`config.mk`:
```
export PLATFORM = sky130hd
export DESIGN_NAME = ppsFiltTop
export DESIGN_NICKNAME = d
export VERILOG_FILES = /design/src/ppsFiltPkg.sv /design/src/adderTree.sv /design/src/ppsFiltTop.sv /design/src/symFoldMap.sv /design/src/symbolDelayLine.sv /design/src/tapCoefRegs.sv
export SDC_FILE = /design/constraint.sdc
export NUM_CORES = 2
export LEC_CHECK = 0
export BUFFER_PORTS_ARGS = -buffer_cell sky130_fd_sc_hd__clkbuf_2
export CAP_MARGIN = 20
export CORE_ASPECT_RATIO = 0.9
export CORE_MARGIN = 8
export CORE_UTILIZATION = 40
export CTS_BUF_LIST = sky130_fd_sc_hd__clkbuf_4 sky130_fd_sc_hd__clkbuf_8
export DETAILED_ROUTE_END_ITERATION = 8
export PLACE_DENSITY_LB_ADDON = 0.12
export SYNTH_ARGS = -nofsm -noshare
export SYNTH_HDL_FRONTEND = slang
export SYNTH_SLANG_ARGS = --single-unit
```
`constraint.sdc`:
```
create_clock -name sys_clk -period 14.3 [get_ports sys_clk]
set_input_delay 2.86 -clock sys_clk [delete_from_list [all_inputs] [get_ports sys_clk]]
set_output_delay 2.86 -clock sys_clk [all_outputs]
set_load 0.1 [all_outputs]
```
`src/ppsFiltPkg.sv`:
```
`default_nettype none

package ppsFiltPkg;

	// datapath word for coefficients, products, sums and output
	localparam int SAMPLE_W = 18;

	// APB byte address, one 32-bit word per coefficient
	localparam int APB_ADDR_W = 8;

	typedef logic signed [SAMPLE_W-1:0] sampleT;

	// PAM-4 symbol levels
	typedef enum logic [1:0] {
		LVL_M3 = 2'd0,
		LVL_M1 = 2'd1,
		LVL_P1 = 2'd2,
		LVL_P3 = 2'd3
	} levelT;

	// active clear marks a zero-stuffed sample
	typedef struct packed {
		logic  active;
		levelT level;
	} tapSymT;

	typedef struct packed {
		logic                  psel;
		logic                  penable;
		logic                  pwrite;
		logic [APB_ADDR_W-1:0] paddr;
		sampleT                pwdata;
	} apbReqT;

	typedef struct packed {
		sampleT prdata;
		logic   pready;
		logic   pslverr;
	} apbRspT;

endpackage

`default_nettype wire

```
`src/adderTree.sv`:
```
`timescale 1ns/1ps
`default_nettype none

module adderTree import ppsFiltPkg::*; #(
	parameter int NUM_TAPS = 21,
	localparam int HALF_TAPS = (NUM_TAPS + 1) / 2
) (
	input wire sys_clk,
	input wire reset,
	input wire sampleEn,
	input wire sampleT folded [HALF_TAPS],
	output sampleT y
);

	localparam int TREE_LEVELS = $clog2(HALF_TAPS);

	// number of partial sums entering a level
	function automatic int levelWidth(int lvl);
		int w;
		w = HALF_TAPS;
		for (int k = 0; k < lvl; k++) begin
			w = (w + 1) / 2;
		end
		return w;
	endfunction

	sampleT sumQ [TREE_LEVELS][HALF_TAPS];

	for (genvar l = 0; l < TREE_LEVELS; l++) begin : gLevel
		localparam int IN_W = levelWidth(l);
		localparam int OUT_W = levelWidth(l + 1);

		sampleT src [HALF_TAPS];

		if (l == 0) begin : gFirst
			assign src = folded;
		end else begin : gNext
			assign src = sumQ[l-1];
		end

		// slots beyond OUT_W stay at their reset zero
		always_ff @(posedge sys_clk) begin
			if (reset) begin
				sumQ[l] <= '{default: '0};
			end else if (sampleEn) begin
				for (int j = 0; j < IN_W / 2; j++) begin
					sumQ[l][j] <= src[2*j] + src[2*j+1];
				end
				// odd leftover rides along unchanged
				if (IN_W % 2 == 1) begin
					sumQ[l][OUT_W-1] <= src[IN_W-1];
				end
			end
		end
	end

	assign y = sumQ[TREE_LEVELS-1][0];

	// whole pipeline freezes between strobes
	yHoldsWithoutStrobe: assert property (
		@(posedge sys_clk) disable iff (reset)
		!sampleEn |=> $stable(y)
	) else $error("y changed without a sample strobe");

endmodule

`default_nettype wire

```
`src/ppsFiltTop.sv`:
```
`timescale 1ns/1ps
`default_nettype none

module ppsFiltTop import ppsFiltPkg::*; #(
	parameter int NUM_TAPS = 21,
	localparam int HALF_TAPS = (NUM_TAPS + 1) / 2
) (
	input wire sys_clk,
	input wire reset,
	input wire sampleEn,
	input wire tapSymT symbol,
	input wire apbReqT apbReq,
	output apbRspT apbRsp,
	output sampleT y
);

	// folding needs a single center tap
	if (NUM_TAPS < 3 || NUM_TAPS % 2 == 0) begin : gBadNumTaps
		$error("NUM_TAPS must be odd and at least 3");
	end

	sampleT coefTable [HALF_TAPS];
	tapSymT taps [NUM_TAPS];
	sampleT folded [HALF_TAPS];

	tapCoefRegs #(
		.NUM_TAPS(NUM_TAPS)
	) i_tapCoefRegs (
		.sys_clk(sys_clk),
		.reset(reset),
		.apbReq(apbReq),
		.apbRsp(apbRsp),
		.coefTable(coefTable)
	);

	symbolDelayLine #(
		.NUM_TAPS(NUM_TAPS)
	) i_symbolDelayLine (
		.sys_clk(sys_clk),
		.reset(reset),
		.sampleEn(sampleEn),
		.symbol(symbol),
		.taps(taps)
	);

	// y lags the taps by 1 + log2 levels of strobes
	symFoldMap #(
		.NUM_TAPS(NUM_TAPS)
	) i_symFoldMap (
		.sys_clk(sys_clk),
		.reset(reset),
		.sampleEn(sampleEn),
		.taps(taps),
		.coefTable(coefTable),
		.folded(folded)
	);

	adderTree #(
		.NUM_TAPS(NUM_TAPS)
	) i_adderTree (
		.sys_clk(sys_clk),
		.reset(reset),
		.sampleEn(sampleEn),
		.folded(folded),
		.y(y)
	);

endmodule

`default_nettype wire

```
`src/symFoldMap.sv`:
```
`timescale 1ns/1ps
`default_nettype none

module symFoldMap import ppsFiltPkg::*; #(
	parameter int NUM_TAPS = 21,
	localparam int HALF_TAPS = (NUM_TAPS + 1) / 2
) (
	input wire sys_clk,
	input wire reset,
	input wire sampleEn,
	input wire tapSymT taps [NUM_TAPS],
	input wire sampleT coefTable [HALF_TAPS],
	output sampleT folded [HALF_TAPS]
);

	sampleT prod [NUM_TAPS];

	// level times coefficient without a multiplier
	function automatic sampleT tapProduct(tapSymT tap, sampleT coef);
		sampleT triple;
		sampleT result;
		triple = coef + (coef <<< 1);
		result = '0;
		if (tap.active) begin
			case (tap.level)
				LVL_M3: result = -triple;
				LVL_M1: result = -coef;
				LVL_P1: result = coef;
				LVL_P3: result = triple;
				default: result = '0;
			endcase
		end
		return result;
	endfunction

	// mirror taps share a coefficient
	for (genvar i = 0; i < NUM_TAPS; i++) begin : gTap
		localparam int COEF_IDX = (i < HALF_TAPS) ? i : NUM_TAPS - 1 - i;

		assign prod[i] = tapProduct(taps[i], coefTable[COEF_IDX]);
	end

	// pre-add mirror pairs, center passes alone
	always_ff @(posedge sys_clk) begin
		if (reset) begin
			folded <= '{default: '0};
		end else if (sampleEn) begin
			for (int i = 0; i < HALF_TAPS - 1; i++) begin
				folded[i] <= prod[i] + prod[NUM_TAPS-1-i];
			end
			folded[HALF_TAPS-1] <= prod[HALF_TAPS-1];
		end
	end

endmodule

`default_nettype wire

```
`src/symbolDelayLine.sv`:
```
`timescale 1ns/1ps
`default_nettype none

module symbolDelayLine import ppsFiltPkg::*; #(
	parameter int NUM_TAPS = 21
) (
	input wire sys_clk,
	input wire reset,
	input wire sampleEn,
	input wire tapSymT symbol,
	output tapSymT taps [NUM_TAPS]
);

	logic activeQ [NUM_TAPS];
	levelT levelQ [NUM_TAPS];

	// active flag of each tap clears on reset
	always_ff @(posedge sys_clk) begin
		if (reset) begin
			activeQ <= '{default: 1'b0};
		end else if (sampleEn) begin
			activeQ[0] <= symbol.active;
			for (int i = 1; i < NUM_TAPS; i++) begin
				activeQ[i] <= activeQ[i-1];
			end
		end
	end

	always_ff @(posedge sys_clk) begin
		if (sampleEn) begin
			levelQ[0] <= symbol.level;
			for (int i = 1; i < NUM_TAPS; i++) begin
				levelQ[i] <= levelQ[i-1];
			end
		end
	end

	always_comb begin
		for (int i = 0; i < NUM_TAPS; i++) begin
			taps[i].active = activeQ[i];
			taps[i].level = levelQ[i];
		end
	end

	// source must present a clean symbol whenever it strobes
	symbolKnown: assert property (
		@(posedge sys_clk) disable iff (reset)
		sampleEn |-> !$isunknown(symbol)
	) else $error("unknown symbol bits on sample strobe");

endmodule

`default_nettype wire

```
`src/tapCoefRegs.sv`:
```
`timescale 1ns/1ps
`default_nettype none

module tapCoefRegs import ppsFiltPkg::*; #(
	parameter int NUM_TAPS = 21,
	localparam int HALF_TAPS = (NUM_TAPS + 1) / 2
) (
	input wire sys_clk,
	input wire reset,
	input wire apbReqT apbReq,
	output apbRspT apbRsp,
	output sampleT coefTable [HALF_TAPS]
);

	localparam int IDX_W = (HALF_TAPS > 1) ? $clog2(HALF_TAPS) : 1;

	logic [APB_ADDR_W-3:0] wordIdx;
	logic [IDX_W-1:0] coefIdx;
	logic access;
	logic inRange;

	// byte address to word index, low two bits ignored
	assign wordIdx = apbReq.paddr[APB_ADDR_W-1:2];
	assign coefIdx = wordIdx[IDX_W-1:0];
	assign inRange = (wordIdx < HALF_TAPS);
	assign access = apbReq.psel && apbReq.penable;

	// outer tap first, center coefficient in the last slot
	always_ff @(posedge sys_clk) begin
		if (reset) begin
			coefTable <= '{default: '0};
		end else if (access && apbReq.pwrite && inRange) begin
			coefTable[coefIdx] <= apbReq.pwdata;
		end
	end

	// zero wait states, read data valid in the access phase
	always_comb begin
		apbRsp = '0;
		apbRsp.pready = 1'b1;
		if (access) begin
			if (!inRange) begin
				apbRsp.pslverr = 1'b1;
			end else if (!apbReq.pwrite) begin
				apbRsp.prdata = coefTable[coefIdx];
			end
		end
	end

	// master must never raise penable outside a selected transfer
	penableNeedsPsel: assert property (
		@(posedge sys_clk) disable iff (reset)
		apbReq.penable |-> apbReq.psel
	) else $error("APB penable high without psel");

endmodule

`default_nettype wire
```
* After elaboration in Yosys (flattened, before gate mapping)
Memories as Yosys holds them, arrays and structs flattened. Cells that the tools add are included. W data, S select, Z words.
Word-level totals: flip-flop bits (word level) 417, RAM bits 474, input port bits 35, logic and storage cells 273, memories kept 2
Memories:
- i_adderTree.sumQ | depth 4, width 108, read ports 4, clocked after memory_dff 0, wr ports 4, line adderTree.sv:27 | sampleT sumQ [TREE_LEVELS][HALF_TAPS];
- i_symbolDelayLine.levelQ | depth 21, width 2, read ports 21, clocked after memory_dff 0, wr ports 21, line symbolDelayLine.sv:15 | levelT levelQ [NUM_TAPS];
Cells by class: add/subtract/negate cells 53, $lt $le $gt $ge 3, equality and inequality tests 63, multiplexer cells 71, bitwise gates (word level) 13, reductions and logical operators 25
Operators by type and width (count):
- $pmux W18 S4 | 21
- $mux W18 | 39
- $add A18 B18 Y18 | 31
- $neg A18 Y18 | 22
- $bwmux W198 | 1
- $eq A2 B2 Y1 const B | 42
- $bmux W18 S4 | 1
- $demux W18 S4 | 1
- $eq A2 B1 Y1 const B | 21
- $logic_not A2 Y1 | 21
- $or A1 B1 Y1 | 12
- $mux W1 | 8
- $lt A6 B4 Y1 const B | 1
- $ge A5 B5 Y1 const B | 1
- $lt A5 B1 Y1 const B | 1
- $not A4 Y5 | 1
- $logic_and A1 B1 Y1 | 4

* Logic depth before layout (Yosys ltp)
word-level depth 7, gate-level depth with buffers 23, gate-level depth less buffers 22

* Modules after synthesis
A second synthesis with hierarchy kept.
Second synthesis, totals: cell total of the unflattened synthesis 8894, area, all modules 70391.3 um2
By module, submodules not included:
- symFoldMap | times used 1, cells each 6189, area an instance 43618.1 um2
- adderTree | times used 1, cells each 1534, area an instance 15680.0 um2
- tapCoefRegs | times used 1, cells each 1061, area an instance 9080.0 um2
- symbolDelayLine | times used 1, cells each 110, area an instance 2013.2 um2

* Worst setup path after synthesis
OpenSTA, ideal clock, no wires.
path kind in2reg, from input reset, to memory i_adderTree.sumQ[0][0] in the netlist's numbering (enable), arrival 7612 ps, data required time 13733 ps, setup slack 6121 ps, stages 4, path buffers 2, path through clkbuf_1 nor2_1 clkbuf_1 inv_1
RTL lines:
- start: declaration | line ppsFiltTop.sv:9 | input wire reset,
- end: declaration | line adderTree.sv:27

==> out/results.ini <==
[run_status]
status = completed

[min_path]
whs_endpoint = i_symFoldMap.folded[7]
hold_path_startpoint = i_symFoldMap.folded[7]
hold_path_depth = 1
hold_path.class = reg -> reg

[critical_path]
crit_path_end_kind = primary output
required_ps = 11440
cp.arrival_ps = 5930
crit_start = apbReq[20]
r2r_start = i_tapCoefRegs.coefTable[126]
start_kind = primary input
worstRegToRegCells = 21
path_class = in -> out
reg2reg_slack_ps = 8280
rr_endpoint = i_symFoldMap.folded[143]
crit_fanout = 41

[die]
dieArea_mm2 = 0.183
initial_core_util_pct = 40.3
fp-row-count = 143
fp.dieH_um = 407
core_mm2 = 0.169
fp.dieW_um = 451
num_io_pins = 73

[drt]
wire_per_inst_um = 21.7
final_antenna_net_count = 0
vias_per_cell = 5.89
drcViolationCount = 0
vias = 65200
initialDrtViolationCount = 6174
drt-pass1-iter-count = 6
wl_mm = 240

[synthesis]
synth_warnings = 0
avgSynthCellArea_um2 = 7.68
seq_area_frac_synth_pct = 23.7
synth_area_leader_cell = ha_1
async_flop_share_pct = 0
syn_inst = 8848
syn_area_mm2 = 0.0680
synth_edf_count = 258
synth.distinct_cells = 111
synth-main-ff-cell = dfxtp_1
syn_nets = 9609
synth_area_leaders = ha_1, dfxtp_1, edfxtp_1
synth-seq-cells = 675
netlist.area_leader.share_pct = 12.8

[placed_design]
place.gp.congestion = 0.895
dpl.hpwl_mm = 181
port_buffers = 69
dpl_worst_slack_ps = 5530

[timing]
hold_violations = 0
final-max-slew-violation-count = 0
grt_setup_unrepaired = no
slew_headroom_pct = 19.0
worst_slew_pin_slew_ps = 1210
fin_crit_sh_pct = 61.5
post-route-worst-setup-slack_ps = 5510
fin_skew_ps = 62.9
fmax_ghz = 0.114
tns_ps = 0
fin_crit_ps = 8790
setup_viol = 0

[cells_and_area]
drive_gt1_share_pct = 6.77
fillers = 17200
fin_nets = 9462
syn2layout_area_growth_pct = 8.10
layout_common_cells = nand2_1, o21ai_0, a21oi_1
layout_commonest_cell = nand2_1

[clock_network]
cts_tree = built
cts.repair.resized = 0
clock_sinks = 675
htreeDepth = 3
cts_inserted_buffers = 120
clock_latency_ps = 870
cts_setup_buffers = 0
hold_buffers = 0
clockRootBuffer = clkbuf_8
clk_path_buf_depth = 3
clk_pin_slew_ps = 60

[power_and_ir_drop]
powerDensity_mw_per_mm2 = 65.7
peakVddDrop_uv = 63.3
p_leak_nw = 30.5

[global_route]
grt_pass1_vias = 60300
antenna_found_initial = 24
track_usage_pct = 24.7
overflow = 0
grt_pass1_wl_mm = 363
grt_max_degree = 92

[flow_run]
cap_violations = 0

[routing by layer]
metal / vias to the layer above / part of all wire [%] / GRT usage, %
li1: 31800 / - / -
met1: 30800 / 47 / 35.3
met2: 2278 / 42 / 37.1
met3: 384 / 7.2 / 4.12
met4: 4 / 3.9 / 9.05
met5: - / 0.011 / 0
[cell type report]
| class | count | area, um^2 | share of cell area (%) |
|---|---|---|---|
| clock buffers | 182 | 2260 | 3.08 |
| clock inverters | 46 | 612 | 0.832 |
| repair buffers | 233 | 1630 | 2.21 |
| flip-flops and latches | 675 | 16100 | 21.9 |
| inverters | 438 | 1650 | 2.25 |
| multi-input cells | 7233 | 48400 | 65.9 |
| well taps | 2247 | 2810 | 3.82 |
| diodes | 17 | 42.5 | 0.0579 |
[flip-flops by register name (all words and copies together) (netlist names)]
register                  count
i_tapCoefRegs.coefTable     198
i_symbolDelayLine.taps       21
i_adderTree.sumQ            216
i_symFoldMap.folded         198
i_symbolDelayLine.levelQ     42
[logic make-up (layout without fill, tap and decap cells)]
group | count (synthesis) | count (layout) | share of synthesized area (%)
multiplexers | 262 | 262 | 4.67
XOR/XNOR | 497 | 497 | 6.46
AND/OR/NAND/NOR | 3022 | 3022 | 21.1
flip-flops | 675 | 675 | 23.7
adder cells (fa/ha/maj) | 726 | 726 | 13.7
AO/OA/AOI/OAI | 2725 | 2725 | 25.2
buffers and inverters | 940 | 899 | 5.20
other | 1 | 18 | 0.00552
[worst max-delay path, stage by stage]
cell,delay (ps)
buf_4,320
buf_4,550
nor2b_1,200
buf_4,270
nand2_1,70
o21ai_0,150
mux2i_1,190
o21ai_0,590
and2_1,220
clkbuf_2,450
[where the power goes]
part           total [mW]  internal (mW)  leakage, nW  switching (mW)
clock                2.15           1.27         1.50           0.885
sequential           2.08           2.05         6.17          0.0327
combinational       0.595          0.176         22.8           0.419
[synthesized netlist by cell type, types with 96 or more instances]
cell,count
nor3_1,245
and2_1,143
o21a_1,98
mux2i_1,216
nand3_1,133
a21oi_1,746
clkbuf_1,442
a221oi_1,232
xor2_1,202
a21o_1,96
a31oi_1,157
nor2_1,632
nand2_1,1146
ha_1,695
xnor2_1,292
edfxtp_1,258
inv_1,437
nand2b_1,139
a211oi_1,102
nor2b_1,141
o21ai_0,820
and3_1,109
dfxtp_1,417
[how the worst max path moves through the flow]
stage	end	depth (start not counted)
final	apbRsp[7]	10
after global routing	apbRsp[9]	10
after CTS	apbRsp[7]	10
after detailed placement	apbRsp[7]	10
after global placement	apbRsp[7]	10
after floorplan	i_adderTree.sumQ[0][0]	4
[metrics by stage]
stage | area [um^2] | instances | hold WS (ps) | utilization (%) | total power, mW
6_report | 73500 | 11100 | 443 | 43.5 | 4.83
5_1_grt | 73500 | 11100 | 461 | 43.5 | 5.02
4_1_cts | 73400 | 11000 | 446 | 43.5 | 4.87
3_5_place_dp | 70500 | 10800 | 432 | 41.8 | 2.71
3_3_place_gp | 70500 | 10800 | 426 | 41.7 | 2.70
2_1_floorplan | 68000 | 8848 | 414 | - | 2.52
No activity file was read; power rests on OpenSTA's default activity.
